$ cat src/design/arcade_input_pkg.sv
// Shared types and constants for the arcade input subsystem, imported by its RTL modules
package arcade_input_pkg;

	// ==============================
	// Game codes and download indices
	// ==============================

	typedef enum logic [7:0] {
		SHOLLOW  = 8'd0,
		TRON     = 8'd1,
		TWOTIGER = 8'd2,
		WACKO    = 8'd3,
		KROOZR   = 8'd4,
		DOMINO   = 8'd5
	} game_t;

	localparam logic [7:0] IDX_ROM  = 8'd0;
	localparam logic [7:0] IDX_GAME = 8'd1;
	localparam logic [7:0] IDX_DIP  = 8'd254;

	// One beat of the download stream
	typedef struct packed {
		logic        download;
		logic        wr;
		logic [7:0]  index;
		logic [23:0] addr;
		logic [7:0]  data;
	} dl_write_t;

	// ==============================
	// Player and port bundles
	// ==============================

	typedef struct packed {
		logic right;
		logic left;
		logic down;
		logic up;
		logic fire_a;
		logic fire_b;
		logic fire_c;
		logic fire_d;
		logic rcw;
		logic rccw;
		logic spccw;
		logic spcw;
	} player_ctrl_t;

	typedef struct packed {
		logic start1;
		logic start2;
		logic coin;
	} sys_ctrl_t;

	// All five bytes are active low towards the game board
	typedef struct packed {
		logic [7:0] in0;
		logic [7:0] in1;
		logic [7:0] in2;
		logic [7:0] in3;
		logic [7:0] in4;
	} input_ports_t;

	// Analog stick emulation for Krooz'r
	localparam logic [7:0] KROOZR_CENTER = 8'd100;
	localparam logic [7:0] KROOZR_SWING  = 8'd63;

endpackage

$ cat src/design/download_regs.sv
// Captures game select and DIP bytes from the download stream and generates the core reset
`timescale 1ns/1ps

module download_regs import arcade_input_pkg::*; #(
	parameter int RESET_HOLD = 40000000
) (
	input  logic       clk_sys,
	input  logic       rst,
	input  dl_write_t  dl,
	input  logic       status_reset,
	output game_t      game,
	output logic [7:0] dip_bank0,
	output logic       service,
	output logic       core_reset,
	output logic       led_user
);

	localparam int CNT_W = $clog2(RESET_HOLD + 1);

	logic [7:0]       game_code;
	logic [7:0]       dip [8];
	logic             rom_download;
	logic             rom_download_d;
	logic             rom_loaded;
	logic [CNT_W-1:0] hold_cnt;

	assign rom_download = dl.download && (dl.index == IDX_ROM);
	assign led_user     = rom_download;
	assign dip_bank0    = dip[0];
	assign service      = dip[1][0];

	// Game code is staged once more before it reaches the mux
	always_ff @(posedge clk_sys) begin
		if (rst) begin
			game_code <= '0;
			game      <= SHOLLOW;
		end else begin
			if (dl.wr && (dl.index == IDX_GAME)) begin
				game_code <= dl.data;
			end
			game <= game_t'(game_code);
		end
	end

	// Only the first eight DIP addresses are kept
	always_ff @(posedge clk_sys) begin
		if (rst) begin
			for (int i = 0; i < 8; i++) begin
				dip[i] <= '0;
			end
		end else if (dl.wr && (dl.index == IDX_DIP) && (dl.addr[23:3] == '0)) begin
			dip[dl.addr[2:0]] <= dl.data;
		end
	end

	// ==============================
	// Core reset
	// ==============================

	always_ff @(posedge clk_sys) begin
		if (rst) begin
			rom_download_d <= 1'b0;
			rom_loaded     <= 1'b0;
			hold_cnt       <= '0;
			core_reset     <= 1'b1;
		end else begin
			rom_download_d <= rom_download;
			if (hold_cnt != '0) begin
				hold_cnt <= hold_cnt - CNT_W'(1);
			end
			// End of the ROM download marks the image as loaded
			if (rom_download_d && !rom_download) begin
				rom_loaded <= 1'b1;
			end
			// Counter sits at full hold until the load completes
			if (!rom_loaded) begin
				hold_cnt <= CNT_W'(RESET_HOLD);
			end
			core_reset <= status_reset | rom_download | ~rom_loaded |
				(hold_cnt == CNT_W'(1));
		end
	end

endmodule

$ cat src/design/ps2_key_decoder.sv
// Decodes keyboard scan events into held button states for two players and the system keys
`timescale 1ns/1ps

module ps2_key_decoder import arcade_input_pkg::*; (
	input  logic         clk_sys,
	input  logic         rst,
	input  logic [10:0]  ps2_key,
	output player_ctrl_t kb_p1,
	output player_ctrl_t kb_p2,
	output sys_ctrl_t    kb_sys
);

	// Registered event: toggle, pressed, scan code
	logic [9:0] key_q;
	logic       toggle_q;
	logic       pressed;
	logic [7:0] code;

	assign pressed = key_q[8];
	assign code    = key_q[7:0];

	always_ff @(posedge clk_sys) begin
		if (rst) begin
			// Track the current toggle so no event fires on release of reset
			key_q    <= {ps2_key[10:9], ps2_key[7:0]};
			toggle_q <= ps2_key[10];
			kb_p1    <= '0;
			kb_p2    <= '0;
			kb_sys   <= '0;
		end else begin
			key_q    <= {ps2_key[10:9], ps2_key[7:0]};
			toggle_q <= key_q[9];
			if (key_q[9] != toggle_q) begin
				case (code)
					// Player 1 arrows and fire keys
					8'h75: kb_p1.up     <= pressed;
					8'h72: kb_p1.down   <= pressed;
					8'h6B: kb_p1.left   <= pressed;
					8'h74: kb_p1.right  <= pressed;
					8'h14: kb_p1.fire_a <= pressed;
					8'h11: kb_p1.fire_b <= pressed;
					8'h29: kb_p1.fire_c <= pressed;
					8'h12: kb_p1.fire_d <= pressed;
					// Player 2 on the left hand letter block
					8'h2D: kb_p2.up     <= pressed;
					8'h2B: kb_p2.down   <= pressed;
					8'h23: kb_p2.left   <= pressed;
					8'h34: kb_p2.right  <= pressed;
					8'h1C: kb_p2.fire_a <= pressed;
					8'h1B: kb_p2.fire_b <= pressed;
					8'h21: kb_p2.fire_c <= pressed;
					8'h1D: kb_p2.fire_d <= pressed;
					// Function keys plus the MAME style number row
					8'h05, 8'h16: kb_sys.start1 <= pressed;
					8'h06, 8'h1E: kb_sys.start2 <= pressed;
					8'h76, 8'h2E, 8'h36: kb_sys.coin <= pressed;
					default: ;
				endcase
			end
		end
	end

endmodule

$ cat src/design/spinner.sv
// Position counter for an emulated spinner, stepped once per rising edge of the sync strobe
`timescale 1ns/1ps

module spinner #(
	parameter int STEP = 10
) (
	input  logic       clk_sys,
	input  logic       rst,
	input  logic       minus,
	input  logic       plus,
	input  logic       strobe,
	output logic [7:0] position
);

	logic strobe_q;
	logic strobe_qq;
	logic strobe_rise;

	assign strobe_rise = strobe_q & ~strobe_qq;

	always_ff @(posedge clk_sys) begin
		if (rst) begin
			strobe_q  <= 1'b0;
			strobe_qq <= 1'b0;
			position  <= '0;
		end else begin
			strobe_q  <= strobe;
			strobe_qq <= strobe_q;
			// Both directions held cancel out
			if (strobe_rise) begin
				if (plus && !minus) begin
					position <= position + 8'(STEP);
				end else if (minus && !plus) begin
					position <= position - 8'(STEP);
				end
			end
		end
	end

endmodule

$ cat src/design/input_port_mux.sv
// Merges keyboard and joystick controls and packs the per-game input ports and orientation
`timescale 1ns/1ps

module input_port_mux import arcade_input_pkg::*; (
	input  game_t        game,
	input  logic [7:0]   dip_bank0,
	input  logic         service,
	input  player_ctrl_t kb_p1,
	input  player_ctrl_t kb_p2,
	input  sys_ctrl_t    kb_sys,
	input  logic [31:0]  joy1,
	input  logic [31:0]  joy2,
	input  logic [7:0]   spin_tron,
	input  logic [7:0]   spin_tiger1,
	input  logic [7:0]   spin_tiger2,
	input  logic [7:0]   spin_wx,
	input  logic [7:0]   spin_wy,
	output player_ctrl_t p1,
	output player_ctrl_t p2,
	output player_ctrl_t any_player,
	output input_ports_t ports,
	output logic [1:0]   orientation
);

	localparam logic TILT = 1'b0;

	logic start1;
	logic start2;
	logic coin;
	logic x_bit;
	logic game_known;

	// Keyboard OR joystick for one player
	function automatic player_ctrl_t merge(player_ctrl_t kb, logic [31:0] joy);
		player_ctrl_t m;
		m.right  = kb.right  | joy[0];
		m.left   = kb.left   | joy[1];
		m.down   = kb.down   | joy[2];
		m.up     = kb.up     | joy[3];
		m.fire_a = kb.fire_a | joy[4];
		m.fire_b = kb.fire_b | joy[5];
		m.fire_c = kb.fire_c | joy[6];
		m.fire_d = kb.fire_d | joy[7];
		m.rcw    = kb.rcw    | joy[8];
		m.rccw   = kb.rccw   | joy[9];
		m.spccw  = kb.spccw  | joy[30];
		m.spcw   = kb.spcw   | joy[31];
		return m;
	endfunction

	assign p1         = merge(kb_p1, joy1);
	assign p2         = merge(kb_p2, joy2);
	assign any_player = p1 | p2;
	assign start1     = kb_sys.start1 | joy1[10] | joy2[10];
	assign start2     = kb_sys.start2 | joy1[11] | joy2[11];
	assign coin       = kb_sys.coin   | joy1[12] | joy2[12];

	// ==============================
	// Per-game port packing
	// ==============================

	always_comb begin
		ports       = {8'hff, 8'hff, 8'hff, dip_bank0, 8'hff};
		orientation = 2'b01;
		x_bit       = any_player.fire_a;
		game_known  = 1'b1;
		case (game)
			SHOLLOW: begin
				orientation = 2'b00;
				x_bit       = 1'b0;
				ports.in1   = ~{2{any_player.fire_a, any_player.fire_b,
					any_player.right, any_player.left}};
			end
			TRON: begin
				orientation  = 2'b00;
				ports.in1    = ~{1'b0, spin_tron[7:1]};
				ports.in2    = ~{2{any_player.down, any_player.up,
					any_player.right, any_player.left}};
				ports.in3[7] = ~any_player.fire_a;
				ports.in4    = ~{1'b0, spin_tron[7:1]};
			end
			TWOTIGER: begin
				x_bit     = any_player.fire_c;
				ports.in1 = ~{1'b0, spin_tiger1[7:1]};
				ports.in2 = ~{4'b0000, p2.fire_b, p2.fire_a, p1.fire_b, p1.fire_a};
				ports.in4 = ~{1'b0, spin_tiger2[7:1]};
			end
			WACKO: begin
				x_bit     = 1'b0;
				ports.in1 = spin_wx;
				ports.in2 = spin_wy;
				ports.in4 = ~{2{any_player.fire_c, any_player.fire_b,
					any_player.fire_d, any_player.fire_a}};
			end
			KROOZR: begin
				ports.in1 = ~{any_player.fire_b, spin_tron[7], 3'b111, spin_tron[6:4]};
				// Digital stick mapped onto the analog range
				ports.in2 = any_player.left  ? KROOZR_CENTER - KROOZR_SWING :
					any_player.right ? KROOZR_CENTER + KROOZR_SWING : KROOZR_CENTER;
				ports.in4 = any_player.up    ? KROOZR_CENTER - KROOZR_SWING :
					any_player.down  ? KROOZR_CENTER + KROOZR_SWING : KROOZR_CENTER;
			end
			DOMINO: begin
				ports.in1 = ~{4'b0000, any_player.down, any_player.up,
					any_player.right, any_player.left};
				ports.in2 = ~{3'b000, any_player.fire_a, any_player.down, any_player.up,
					any_player.right, any_player.left};
			end
			default: begin
				orientation = 2'b00;
				game_known  = 1'b0;
			end
		endcase
		// Coin and start layout shared by all six boards
		if (game_known) begin
			ports.in0 = ~{service, 1'b0, TILT, x_bit, start2, start1, 1'b0, coin};
		end
	end

endmodule

$ cat src/design/arcade_input_top.sv
// Top level of the arcade input subsystem, joining download, keyboard, spinners and port mux
`timescale 1ns/1ps

module arcade_input_top import arcade_input_pkg::*; #(
	parameter int RESET_HOLD = 40000000
) (
	input  logic         clk_sys,
	input  logic         rst,
	input  dl_write_t    dl,
	input  logic         status_reset,
	input  logic [10:0]  ps2_key,
	input  logic [31:0]  joy1,
	input  logic [31:0]  joy2,
	input  logic         vsync,
	output input_ports_t ports,
	output logic [1:0]   orientation,
	output logic         core_reset,
	output logic         led_user
);

	game_t        game;
	logic [7:0]   dip_bank0;
	logic         service;
	player_ctrl_t kb_p1;
	player_ctrl_t kb_p2;
	sys_ctrl_t    kb_sys;
	player_ctrl_t p1;
	player_ctrl_t p2;
	player_ctrl_t any_player;
	logic [7:0]   spin_tron;
	logic [7:0]   spin_tiger1;
	logic [7:0]   spin_tiger2;
	logic [7:0]   spin_wx;
	logic [7:0]   spin_wy;

	download_regs #(.RESET_HOLD(RESET_HOLD)) u_download_regs (
		.clk_sys, .rst, .dl, .status_reset, .game, .dip_bank0, .service,
		.core_reset, .led_user
	);

	ps2_key_decoder u_ps2_key_decoder (.clk_sys, .rst, .ps2_key, .kb_p1, .kb_p2, .kb_sys);

	input_port_mux u_input_port_mux (
		.game, .dip_bank0, .service, .kb_p1, .kb_p2, .kb_sys, .joy1, .joy2,
		.spin_tron, .spin_tiger1, .spin_tiger2, .spin_wx, .spin_wy,
		.p1, .p2, .any_player, .ports, .orientation
	);

	// ==============================
	// Spinners, one per controlled axis
	// ==============================

	// Shared by Tron and Krooz'r
	spinner #(.STEP(12)) spinner_tron (.clk_sys, .rst(core_reset),
		.minus(any_player.rccw | any_player.spccw),
		.plus(any_player.rcw | any_player.spcw), .strobe(vsync), .position(spin_tron));

	spinner #(.STEP(25)) spinner_tiger1 (.clk_sys, .rst(core_reset),
		.minus(p1.rccw | p1.left | p1.spccw),
		.plus(p1.rcw | p1.right | p1.spcw), .strobe(vsync), .position(spin_tiger1));

	spinner #(.STEP(25)) spinner_tiger2 (.clk_sys, .rst(core_reset),
		.minus(p2.rccw | p2.left | p2.spccw),
		.plus(p2.rcw | p2.right | p2.spcw), .strobe(vsync), .position(spin_tiger2));

	// Wacko crosshair axes
	spinner #(.STEP(10)) spinner_wx (.clk_sys, .rst(core_reset), .minus(any_player.left),
		.plus(any_player.right), .strobe(vsync), .position(spin_wx));

	spinner #(.STEP(10)) spinner_wy (.clk_sys, .rst(core_reset), .minus(any_player.down),
		.plus(any_player.up), .strobe(vsync), .position(spin_wy));

endmodule

$ cat config.mk
export PLATFORM = sky130hd
export DESIGN_NAME = arcade_input_top
export DESIGN_NICKNAME = d
export VERILOG_FILES = /design/src/design/arcade_input_pkg.sv /design/src/design/download_regs.sv /design/src/design/ps2_key_decoder.sv /design/src/design/spinner.sv /design/src/design/input_port_mux.sv /design/src/design/arcade_input_top.sv
export SDC_FILE = /design/constraint.sdc
export NUM_CORES = 1
export LEC_CHECK = 0
export ABC_AREA = 1
export BUFFER_PORTS_ARGS = -buffer_cell sky130_fd_sc_hd__buf_2
export CAP_MARGIN = 20
export CORE_UTILIZATION = 30
export DETAILED_ROUTE_END_ITERATION = 10
export HOLD_SLACK_MARGIN = 0.06
export PLACE_DENSITY = 0.54
export SLEW_MARGIN = 20
export SYNTH_ARGS = -nofsm -noshare
export SYNTH_HDL_FRONTEND = slang
export SYNTH_SLANG_ARGS = --single-unit
$ cat constraint.sdc
create_clock -name clk_sys -period 2.4 [get_ports clk_sys]
set_clock_uncertainty 0.15 [all_clocks]
set_input_delay 0.24 -clock clk_sys [delete_from_list [all_inputs] [get_ports clk_sys]]
set_output_delay 0.24 -clock clk_sys [all_outputs]
set_load 0.005 [all_outputs]
# Word-level counts from Yosys, hierarchy flattened
# Memories as Yosys holds them, arrays and structs flattened.
# Cells that the tools add are included.
# Widths: inputs -> output; s select.
classes:
  n_bitwise: 51
  reduce_logical: 67
  n_addsub: 11
  n_mux: 33
  eq_ne: 33
op_table:
  columns: ["op", "count"]
  rows:
  - ["$mux 8", 16]
  - ["$eq 8x5->1 const B", 8]
  - ["$eq 8x6->1 const B", 8]
  - ["$mux 26", 2]
  - ["$pmux 8 s6", 1]
  - ["$reduce_and 2->1", 24]
  - ["$eq 8x7->1 const B", 5]
  - ["$not 8->8", 5]
  - ["$pmux 8 s5", 1]
  - ["$or 1x1->1", 35]
  - ["$eq 8x3->1 const B", 4]
  - ["$pmux 8 s4", 1]
  - ["$eq 26x1->1 const B", 1]
  - ["$reduce_bool 26->1", 1]
  - ["$sub 26x1->26 const B", 1]
  - ["$add 8x4->8 const B", 3]
  - ["$not 7->8", 3]
  - ["$sub 8x4->8 const B", 3]
  - ["$logic_not 21->1", 1]
  - ["$add 8x5->8 const B", 2]
  - ["$eq 8x1->1 const B", 2]
  - ["$eq 8x2->1 const B", 2]
  - ["$logic_not 8->1", 2]
  - ["$not 4->8", 2]
  - ["other kinds (19)", 62]
word_totals:
  word_cells: 231
  out_inout_bits: 44
  ramBits: 64
  ff_bits: 117
  mem_count: 1
mem_list:
  columns: ["name", "words", "word_bits", "rd", "rd_clocked_by_memory_dff", "wr", "line", "rtl"]
  rows:
  - ["u_download_regs.dip", 8, 8, 2, 0, 8, "download_regs.sv:21", "logic [7:0] dip [8];"]

# Logic depth before layout (Yosys ltp)
# Gate-level depths: netlist of the first run.
logic_depth:
  word_depth: 8
  mapped_depth: 16

# Modules after synthesis
# Synthesis of the first run repeated with hierarchy kept, for this count alone.
unflattened:
  cells_unflattened: 1365
  hier_area_um2: 8838.5
by_module_without_submodules:
  columns: ["mod", "n_inst", "cells_per_inst", "area_each_um2"]
  rows:
  - ["download_regs", 1, 350, 2586.2]
  - ["input_port_mux", 1, 341, 1559.0]
  - ["ps2_key_decoder", 1, 181, 1416.4]
  - ["spinner (spinner_tiger1)", 1, 121, 748.2]
  - ["spinner (spinner_tiger2)", 1, 117, 743.2]
  - ["spinner (spinner_wx)", 1, 88, 625.6]
  - ["spinner (spinner_wy)", 1, 84, 583.1]
  - ["spinner (spinner_tron)", 1, 69, 519.2]
  - ["arcade_input_top", 1, 14, 57.6]

# Worst setup path after synthesis of the first run
# Ideal clock, no wire load.
synth_path:
  path_type: "register -> register"
  startpoint: "register, netlist name u_ps2_key_decoder.kb_p1[10]"
  endpoint: "register spinner_tiger1.position[5]"
  setup_slack_ns: 0.226
  setup_ns: 0.109
  required_ns: 2.141
  t_arrival_ns: 1.915
  stages_incl_launch_ff: 13
  n_path_buf: 0
  cell_sequence: "dfxtp_1 nor4_1 ha_1 inv_1 ha_1 a21oi_1 nand2_1 nand3_1 nand2_1 xnor2_1 nand2_1 nand2_1 inv_1"
synth_via:
  elab_chain_cells: 7
synth_rtl:
  columns: ["element", "line", "rtl"]
  rows:
  - ["$or 1x1->1 (*)", "input_port_mux.sv:37", "m.left = kb.left | joy[1];"]
  - ["$or 1x1->1 (*) (2 in series)", "arcade_input_top.sv:59", ".minus(p1.rccw | p1.left | p1.spccw),"]
  - ["$logic_not 1->1", "spinner.sv:31", "if (plus && !minus) begin"]
  - ["$logic_and 1x1->1", "spinner.sv:31", null]
  - ["$reduce_bool 2->1 (no line)", null, null]
  - ["$reduce_and 2->1 (no line)", null, null]
  - ["end signal, assigned", "spinner.sv:32", "position <= position + 8'(STEP);"]
  - ["end signal, assigned", "spinner.sv:34", "position <= position - 8'(STEP);"]
  - ["end, declared", "spinner.sv:12", "output logic [7:0] position"]
# Mark *: on every way between the ends. The rest lies on a longest branch, timed or not.
# A chain may end at the register's enable or synchronous reset.

==> metrics.txt, run 1 <==
Worst-Skew Late Latency 420 ps; number of buffers on the longest clock path 2; worst-margin pin slew 691 ps; worst IR drop on VDD 0.000348 V; post-route fraction of the period consumed by the critical path 100%; die height 161 um; static leakage 4.68 nW; total power consumption of the routed design 5.31 mW; startpoint of the most critical setup path u_download_regs.game[4]; clock slew seen by the registers of the worst setup and hold paths 60 ps; Die Outline Area 0.0260 sq mm; combined global-route utilization of all metal layers 17.7%; CTS tree done; initial standard-cell utilization of the core 30.9%; Final nets 1445; area of the core 0.0246 sq mm; classification of the worst setup path register to output port; final cell count without fillers 1618; final cell utilization of the core 41.3%; antenna violations before repair 0; Buf+Inv Stages, Crit Path 4; Crit path required time 2010 ps; area of the multi-input gates 0.00458 sq mm; Area after DPL 0.00884 sq mm; final-report max-slew violation count 0; Worst Path Max Fanout 17; number of global-route vias before repair 7318; DRC violation total after the first TritonRoute iteration 534; biggest area contributors in the synthesized netlist sky130_fd_sc_hd__dfxtp_1, sky130_fd_sc_hd__nand2_1, sky130_fd_sc_hd__inv_1, sky130_fd_sc_hd__ha_1, sky130_fd_sc_hd__nor2_1; library cell contributing the largest single delay on the critical path sky130_fd_sc_hd__dfxtp_2; crit path cell chain nor2_4 > nand2_8 > buf_12 > nor2_8 > inv_8 > nand2_8 > nor2_8 > nand3_4 > buf_4 > nand4_2 > buf_2; count of yosys warnings during synthesis 0; total via count after detailed routing 7702; Most used DFF post-synth sky130_fd_sc_hd__dfxtp_1; final setup fails 1; kind of start point of the critical path register; fraction of final layout cells sized beyond drive strength 1 25.5%; total wirelength of the detailed-routed design 22500 um; Layout area overhead 33.5%; RePlAce Congestion 0.963; largest net degree at the start of global routing 25; capturing element type of the critical path output port; Top Family by Delay on Critical Path simple AND/OR/NAND/NOR gates; cell count along the critical path 11; cell area after synthesis 0.00761 sq mm; maximum operating frequency 416 MHz; logic depth of the worst register-to-register path 12; number of storage elements in the synthesis netlist 122; number of buffers created by CTS 17; die width 161 um; Avg Cell Area, Syn 7.09 sq um; antenna cells 0; share of the yosys chip area belonging to registers 33.3%; overflow left after global routing 0; number of cells on the worst hold path 5; area occupied by registers 0.00254 sq mm; status finished with violations; Filler cells 2570; Cell Count Post-Placement 1546; H-tree depth 4; final setup margin -5.73 ps; worst hold path class input pin to register; wire length of the first global-routing pass 36200 um; Wirelength per Cell 13.9 um; power density relative to cell area 523 mW/mm^2; Clock Tree Root sky130_fd_sc_hd__clkbuf_16; Port Buffers 125; Async S/R FF share, synth 0%; number of vias per cell 4.76; r2r startpoint u_ps2_key_decoder.kb_p1[10]; number of failing hold endpoints at the final stage 0; synth unique cells 53; clock period minus final worst setup slack 2410 ps; Synth top area share 29.7%; slowest cell delay on critical path 330 ps; number of remaining DRC errors 0; Post-synth EDFFs 9; post-synth top area cell sky130_fd_sc_hd__dfxtp_1; First-pass DRT Iterations 5; relative slew slack 53.5%; cell count after synthesis 1073; failing checks negative setup slack; post-route standard cell area excluding fillers 0.0102 sq mm; post-detailed-placement half-perimeter wirelength 17400 um; hold path startpoint dl[33]; data arrival time of the worst path 2020 ps; unrepaired setup endpoints after global routing true; sink count of the clock tree 122; number of violations of the max-capacitance limit 0; Std-Cell Rows 57; IO Count 165; post-route ant nets 0
[worst paths after layout]
check                          endpoint  slack (ps)
min          u_download_regs.rom_loaded         110
max reg2reg  spinner_tiger1.position[5]         130
max                           ports[31]          -6
min reg2reg     u_download_regs.game[5]         280
[cell usage in the layout, fill, tap and decap left out, types with 23 or more instances in the layout]
| master | count |
|---|---|
| sky130_fd_sc_hd__a21oi_1 | 86 |
| sky130_fd_sc_hd__buf_2 | 125 |
| sky130_fd_sc_hd__buf_4 | 60 |
| sky130_fd_sc_hd__dfxtp_1 | 105 |
| sky130_fd_sc_hd__dlygate4sd3_1 | 23 |
| sky130_fd_sc_hd__ha_1 | 30 |
| sky130_fd_sc_hd__inv_1 | 126 |
| sky130_fd_sc_hd__nand2_1 | 205 |
| sky130_fd_sc_hd__nand3_1 | 70 |
| sky130_fd_sc_hd__nor2_1 | 123 |
| sky130_fd_sc_hd__o21ai_0 | 43 |
[sequential cells by signal (all words and copies together), names as in the netlist, 3 cells and up]
name                       cells
u_ps2_key_decoder.kb_p2        8
u_ps2_key_decoder.kb_sys       3
u_download_regs.hold_cnt      26
u_download_regs.game           8
spinner_wy.position            7
spinner_wx.position            7
spinner_tiger1.position        8
spinner_tron.position          6
u_ps2_key_decoder.key_q       10
u_download_regs.dip            9
spinner_tiger2.position        8
u_download_regs.game_code      8
u_ps2_key_decoder.kb_p1        8
[area by class of cell]
type	count	area share, %
Clock buffer	19	4.26
Clock inverter	13	1.88
Inverter	141	5.55
Multi-Input combinational cell	782	45.1
Sequential cell	122	25.0
Tap cell	324	3.99
Timing Repair Buffer	217	14.1
[worst min-delay path, cell delays in order]
cell	delay (ps)
sky130_fd_sc_hd__buf_2	90
sky130_fd_sc_hd__nor4_2	50
sky130_fd_sc_hd__nand3_1	130
sky130_fd_sc_hd__nand3_1	90
sky130_fd_sc_hd__nand2_1	50
[logic make-up (layout without fill, tap and decap cells)]
group | after synthesis | after routing | share of synthesized area [%]
buffers and inverters | 172 | 390 | 9.80
AO/OA/AOI/OAI | 186 | 186 | 13.8
flip-flops | 122 | 122 | 33.3
adder cells (fa/ha/maj) | 43 | 43 | 7.46
XOR/XNOR | 31 | 31 | 3.57
AND/OR/NAND/NOR | 517 | 518 | 32.0
other | 2 | 4 | 0.0987
[layer usage]
layer | routed length, um | GRT usage (%) | up-vias
li1 | - | - | 3953
met1 | 10500 | 22.6 | 3492
met2 | 10200 | 29.4 | 228
met3 | 1320 | 4.06 | 29
met4 | 460 | 5.66 | 0
met5 | 0 | 0 | -
[synth_stat cells, types with 12 or more instances]
library cell and count:
sky130_fd_sc_hd__nand2_1 212, sky130_fd_sc_hd__inv_1 132, sky130_fd_sc_hd__nor2_1 129, sky130_fd_sc_hd__dfxtp_1 113, sky130_fd_sc_hd__a21oi_1 91, sky130_fd_sc_hd__nand3_1 72
sky130_fd_sc_hd__o21ai_0 47, sky130_fd_sc_hd__ha_1 39, sky130_fd_sc_hd__nand4_1 22, sky130_fd_sc_hd__xnor2_1 21, sky130_fd_sc_hd__nor3_1 16, sky130_fd_sc_hd__buf_4 12
[power by group]
group          leakage [nW]  switching [mW]  internal [mW]
combinational          3.38           0.246          0.214
sequential             1.01          0.0224           2.07
clock                 0.295            1.00           1.75
total                  4.68            1.27           4.04
[metrics by stage]
step,hold WS [ps],TNS (ps),setup WS [ps]
after global routing,146,-992,-95.0
after floorplan,118,0,226
final,110,-5.73,-5.73
after CTS,106,0,0.460
after detailed placement,194,-44.8,-26.5
after global placement,196,-9.37,-9.37
[repair_timing]
item,4_1_cts,5_1_grt
pin swaps,4,21
hold buffers,23,0
cloned,0,1
hold endpoints to repair,32,0
gates resized for setup,12,71
setup endpoints to repair,16,42
setup buffers,5,11
(Power assumes the default switching activity.)
==> run 2: changes to the inputs <==
--- a/config.mk
+++ b/config.mk
@@ -10,8 +10,9 @@
 export CAP_MARGIN = 20
 export CORE_UTILIZATION = 30
 export DETAILED_ROUTE_END_ITERATION = 10
-export HOLD_SLACK_MARGIN = 0.06
+export HOLD_SLACK_MARGIN = 0.02
 export PLACE_DENSITY = 0.54
+export SKIP_CTS_REPAIR_TIMING = 1
 export SLEW_MARGIN = 20
 export SYNTH_ARGS = -nofsm -noshare
 export SYNTH_HDL_FRONTEND = slang
==> metrics.txt, run 2 (synthesis gave the netlist of run 1 again) <==
Wirelength per Cell 14.1 um (+1.4%); number of global-route vias before repair 7154 (-2.2%); final setup margin -69.5 ps (-63.8 ps); overflow left after global routing 0 (unchanged); CTS tree done; final-report max-slew violation count 0 (unchanged); fraction of final layout cells sized beyond drive strength 1 28.0% (+2.5 points); kind of start point of the critical path register; RePlAce Congestion 0.963 (unchanged); H-tree depth 4 (unchanged); number of buffers created by CTS 17 (unchanged); Clock Tree Root sky130_fd_sc_hd__clkbuf_16; post-route fraction of the period consumed by the critical path 103% (+2.7 points); met3 track demand over resource in global routing 4.34% (+0.28 points); library cell contributing the largest single delay on the critical path sky130_fd_sc_hd__dfxtp_2; worst setup timing slack at the placement stage -26.5 ps (unchanged); post-route worst hold slack 21.9 ps (-87.9 ps); TNS Setup -373 ps (-367 ps); static leakage 4.77 nW (+1.8%); number of remaining DRC errors 0 (unchanged); Port Buffers 125 (unchanged); total via count after detailed routing 7739 (+0.48%); Buf+Inv Stages, Crit Path 4 (unchanged); IO Count 165 (unchanged); initial standard-cell utilization of the core 30.9% (unchanged); Worst-Skew Late Latency 420 ps (about the same); met2 layer usage reported by global route 29.1% (-0.29 points); die height 161 um (unchanged); Die Outline Area 0.0260 sq mm (unchanged); number of vias per cell 4.77 (+0.23%); total power consumption of the routed design 5.32 mW (+0.25%); commonest cells after routing, fill and taps aside sky130_fd_sc_hd__nand2_1, sky130_fd_sc_hd__inv_1, sky130_fd_sc_hd__buf_2; antenna violations before repair 0 (unchanged); wire length of the first global-routing pass 35600 um (-1.5%); die width 161 um (unchanged); status finished with violations; failing checks negative setup slack; slowest cell delay on critical path 330 ps (about the same); commonest non-fill, non-tap cell in the layout sky130_fd_sc_hd__nand2_1; number of flip-flops under the largest register name 26 (unchanged); DRC violation total after the first TritonRoute iteration 518 (-3.0%); maximum operating frequency 405 MHz (-2.6%); largest registers ranked by flip-flop count u_download_regs.hold_cnt x26, u_ps2_key_decoder.key_q x10, u_download_regs.dip x9; Final nets 1449 (+0.28%); number of violations of the max-capacitance limit 0 (unchanged); crit path cell chain nor2_4 > nand2_8 > buf_12 > nor2_8 > clkinv_8 > nand2_8 > nor2_8 > nand3_4 > buf_12 > nand3b_1 > buf_2; data arrival time of the worst path 2080 ps (+60 ps); total wirelength of the detailed-routed design 22900 um (+1.7%); First-pass DRT Iterations 6 (+1); clock slew seen by the registers of the worst setup and hold paths 60 ps (about the same); Reg with most FFs u_download_regs.hold_cnt; number of buffers on the longest clock path 2 (unchanged); antenna cells 0 (unchanged); Crit path required time 2010 ps (about the same); area occupied by registers 0.00255 sq mm (about the same); sink count of the clock tree 122 (unchanged); Top Family by Delay on Critical Path simple AND/OR/NAND/NOR gates; most crowded layer after global routing met2; Area after DPL 0.00884 sq mm (unchanged); worst IR drop on VDD 0.000352 V (+1.3%); number of failing hold endpoints at the final stage 0 (unchanged); clock period minus final worst setup slack 2470 ps (+63.8 ps); area of the multi-input gates 0.00474 sq mm (+3.4%); capturing element type of the critical path output port; worst hold path class input pin to register; post-route standard cell area excluding fillers 0.0104 sq mm (+2.2%); Std-Cell Rows 57 (unchanged); Filler cells 2539 (-1.2%); post-detailed-placement half-perimeter wirelength 17400 um (unchanged); power density relative to cell area 513 mW/mm^2 (-1.9%); Layout area overhead 36.4%; Worst Path Max Fanout 7 (-10); largest net degree at the start of global routing 25 (unchanged); post-route ant nets 0 (unchanged); relative slew slack 53.4% (-0.054 points); classification of the worst setup path register to output port; grt met1 use 22.3% (-0.29 points); area of the core 0.0246 sq mm (unchanged); final setup fails 11 (+10); combined global-route utilization of all metal layers 17.5% (-0.22 points); unrepaired setup endpoints after global routing true; worst-margin pin slew 692 ps (+0.800 ps)
-- run 2: worst register-to-register path, stage by stage (launching register included) --
cell and delay [ps]:
sky130_fd_sc_hd__dfxtp_4 370, sky130_fd_sc_hd__nor4_4 330, sky130_fd_sc_hd__ha_4 210, sky130_fd_sc_hd__inv_2 60, sky130_fd_sc_hd__buf_4 170, sky130_fd_sc_hd__fa_2 360, sky130_fd_sc_hd__a31oi_1 200, sky130_fd_sc_hd__xor2_1 170
sky130_fd_sc_hd__nand2_1 70, sky130_fd_sc_hd__nand2_1 50, sky130_fd_sc_hd__inv_1 30
-- run 2: metal layers --
| metal | wire [um] | part of all wire [%] |
|---|---|---|
| met3 | 1440 | 6.3 |
| met5 | 0 | 0 |
| met4 | 447 | 2.0 |
| met1 | 10500 | 46 |
| met2 | 10500 | 46 |
-- run 2: cell type report --
class | instances | area share (%)
Inverter | 141 | 5.45
Clock inverter | 13 | 1.84
Sequential cell | 122 | 24.5
Tap cell | 324 | 3.90
Multi-Input combinational cell | 781 | 45.6
Timing Repair Buffer | 222 | 14.5
Clock buffer | 19 | 4.17
-- run 2: worst paths after layout --
| path | slack [ps] | start | depth (start not counted) | to |
|---|---|---|---|---|
| setup reg to reg | 140 | u_ps2_key_decoder.kb_p1[10] | 10 | spinner_tiger1.position[4] |
| hold reg to reg | 270 | u_download_regs.game_code[5] | 2 | u_download_regs.game[5] |
| setup / recovery | -70 | u_download_regs.game[4] | 11 | ports[29] |
| hold / removal | 20 | dl[41] | 3 | u_download_regs.rom_download_d |
-- run 2: through the flow --
stage          utilization, %  cells
4_1_cts                  38.5   1578
2_1_floorplan               -   1075
6_report                 42.2   1622
3_5_place_dp             35.9   1546
3_3_place_gp             35.9   1546
5_1_grt                  42.2   1622
-- run 2: where the power goes --
group          internal [mW]  leakage (nW)  switching [mW]
Clock                   1.75         0.295            1.00
Combinational          0.222          3.47           0.254
Sequential              2.07          1.01          0.0223
Total                   4.05          4.77            1.28
==> run 3: changes to the inputs <==
==> constraint.sdc (replaced) <==
create_clock -name clk_sys -period 2.55 [get_ports clk_sys]
set_clock_uncertainty 0.15 [all_clocks]
set_input_delay 0.255 -clock clk_sys [delete_from_list [all_inputs] [get_ports clk_sys]]
set_output_delay 0.255 -clock clk_sys [all_outputs]
set_load 0.005 [all_outputs]
==> metrics.txt, run 3 (synthesis gave the netlist of run 1 again) <==
status complete, no violations; r2r startpoint u_ps2_key_decoder.kb_p1[10]; area of the multi-input gates 0.00440 sq mm (-7.1%); number of global-route vias before repair 6968 (-2.6%); worst hold path class input pin to register; unrepaired setup endpoints after global routing true; clock slew seen by the registers of the worst setup and hold paths 60 ps (about the same); total power consumption of the routed design 4.71 mW (-11%); antenna cells 0 (unchanged); slowest cell delay on critical path 350 ps (+20 ps); area occupied by registers 0.00253 sq mm (-0.49%); antenna violations before repair 0 (unchanged); overflow left after global routing 0 (unchanged); capturing element type of the critical path output port; Filler cells 2606 (+2.6%); initial standard-cell utilization of the core 30.9% (unchanged); Final nets 1404 (-3.1%); worst-margin pin slew 589 ps (-104 ps); number of remaining DRC errors 0 (unchanged); library cell contributing the largest single delay on the critical path sky130_fd_sc_hd__nor3_4; classification of the worst setup path register to output port; Cell Count Post-Placement 1524 (-1.4%); First-pass DRT Iterations 6 (unchanged); largest net degree at the start of global routing 26 (+4.0%); Port Buffers 125 (unchanged); total via count after detailed routing 7413 (-4.2%); Crit path required time 2140 ps (+130 ps); Worst-Skew Late Latency 420 ps (about the same); post-route ant nets 0 (unchanged); static leakage 4.41 nW (-7.5%); commonest non-fill, non-tap cell in the layout sky130_fd_sc_hd__nand2_1; final-report max-slew violation count 0 (unchanged); DRC violation total after the first TritonRoute iteration 441 (-15%); H-tree depth 4 (unchanged); number of vias per cell 4.70 (-1.5%); largest registers ranked by flip-flop count u_download_regs.hold_cnt x26, u_ps2_key_decoder.key_q x10, u_download_regs.dip x9; combined global-route utilization of all metal layers 17.3% (-0.22 points); number of violations of the max-capacitance limit 0 (unchanged); CTS tree done; number of flip-flops under the largest register name 26 (unchanged); wire length of the first global-routing pass 35200 um (-1.2%); kind of start point of the critical path register; number of failing hold endpoints at the final stage 0 (unchanged); Worst Path Max Fanout 8 (+1); worst IR drop on VDD 0.000433 V (+23%); die height 161 um (unchanged); number of buffers created by CTS 17 (unchanged); cell seen most often among critical-path stages sky130_fd_sc_hd__nor2_2; sink count of the clock tree 122 (unchanged); relative slew slack 60.7% (+7.3 points); total wirelength of the detailed-routed design 22100 um (-3.6%); number of cells on the worst hold path 3 (unchanged); final setup fails 0 (-11); number of buffers on the longest clock path 2 (unchanged); Wirelength per Cell 14.0 um (-0.86%); post-route fraction of the period consumed by the critical path 95.8%; fraction of final layout cells sized beyond drive strength 1 20.8% (-7.1 points); Die Outline Area 0.0260 sq mm (unchanged); power density relative to cell area 496 mW/mm^2 (-3.3%); IO Count 165 (unchanged); sink of the worst hold path u_download_regs.game_code[6]; Reg with most FFs u_download_regs.hold_cnt; hold path startpoint dl[6]; die width 161 um (unchanged); Area after DPL 0.00867 sq mm (-1.9%); Std-Cell Rows 57 (unchanged); post-route worst hold slack 13.0 ps (-8.90 ps); RePlAce Congestion 0.880 (-8.6%); clock period minus final worst setup slack 2440 ps; post-route standard cell area excluding fillers 0.00951 sq mm (-8.4%); crit path cell chain nor2_2 > nand2_4 > nor3_4 > nor2_2 > nand3_4 > nand3_1 > buf_2; logic depth of the worst register-to-register path 12 (+2); final cell count without fillers 1577 (-2.8%); Worst R2R End spinner_tiger1.position[5]; commonest cells after routing, fill and taps aside sky130_fd_sc_hd__nand2_1, sky130_fd_sc_hd__inv_1, sky130_fd_sc_hd__buf_2; post-detailed-placement half-perimeter wirelength 17100 um (-1.8%); setup slack, reg-to-reg 230 ps (+90 ps); Layout area overhead 25.0%; maximum operating frequency 409 MHz; area of the core 0.0246 sq mm (unchanged); Clock Tree Root sky130_fd_sc_hd__clkbuf_16; data arrival time of the worst path 2040 ps (-40 ps)
[run 3: changes by cell type in the layout (fill, tap and decap cells not counted), sizes merged]
| cell | previous run | this run |
|---|---|---|
| buf | 202 | 158 |
| bufinv | 4 | 0 |
| dlygate4sd3 | 20 | 18 |
| nand3 | 77 | 78 |
| clkinv | 5 | 6 |
| clkbuf | 19 | 22 |
[run 3: where the power goes]
part	total, mW	switching [mW]	internal (mW)
logic	0.400	0.219	0.180
clock network	2.34	0.950	1.39
registers	1.97	0.0209	1.95
total	4.71	1.19	3.52
[run 3: final cells by class]
cell class | instances | share of cell area, %
Timing Repair Buffer | 176 | 11.1
Multi-Input combinational cell | 782 | 46.3
Inverter | 141 | 5.64
Sequential cell | 122 | 26.6
Clock inverter | 10 | 0.868
Clock buffer | 22 | 5.21
Tap cell | 324 | 4.26
[run 3: critical path, delay by kind of cell, from the launching register on]
| family | cells | cell delay [ps] |
|---|---|---|
| simple gates | 6 | 1150 |
| flops | 1 | 310 |
| buf+inv | 1 | 160 |
[run 3: how the worst max path moves through the flow]
stage / startpoint / to / slack (ps)
floorplan: u_ps2_key_decoder.kb_p1[10] / spinner_tiger1.position[5] / 380
global placement: joy1[3] / spinner_wy.position[7] / 120
detailed placement: joy2[0] / spinner_tiger2.position[5] / 100
CTS: u_download_regs.game[5] / ports[15] / -30
global route: u_download_regs.game[5] / ports[27] / -20
finish: u_download_regs.game[5] / ports[24] / 110
[run 3: layer usage]
layer  GRT usage (%)  up-vias  wire, um
met4            3.99        0       283
met1            23.1     3300     10700
met3            4.06       22      1310
li1                -     3867         -
met5               0        -         0
met2            27.9      224      9730
[run 3: stage by stage]
| stage | setup TNS [ps] | utilization (%) | setup WS (ps) |
|---|---|---|---|
| finish | 0 | 38.7 | 107 |
| global route | -32.1 | 38.7 | -19.0 |
| CTS | -35.2 | 37.6 | -31.3 |
| detailed placement | 0 | 35.3 | 99.0 |
| global placement | 0 | 35.3 | 119 |
| floorplan | 0 | - | 376 |
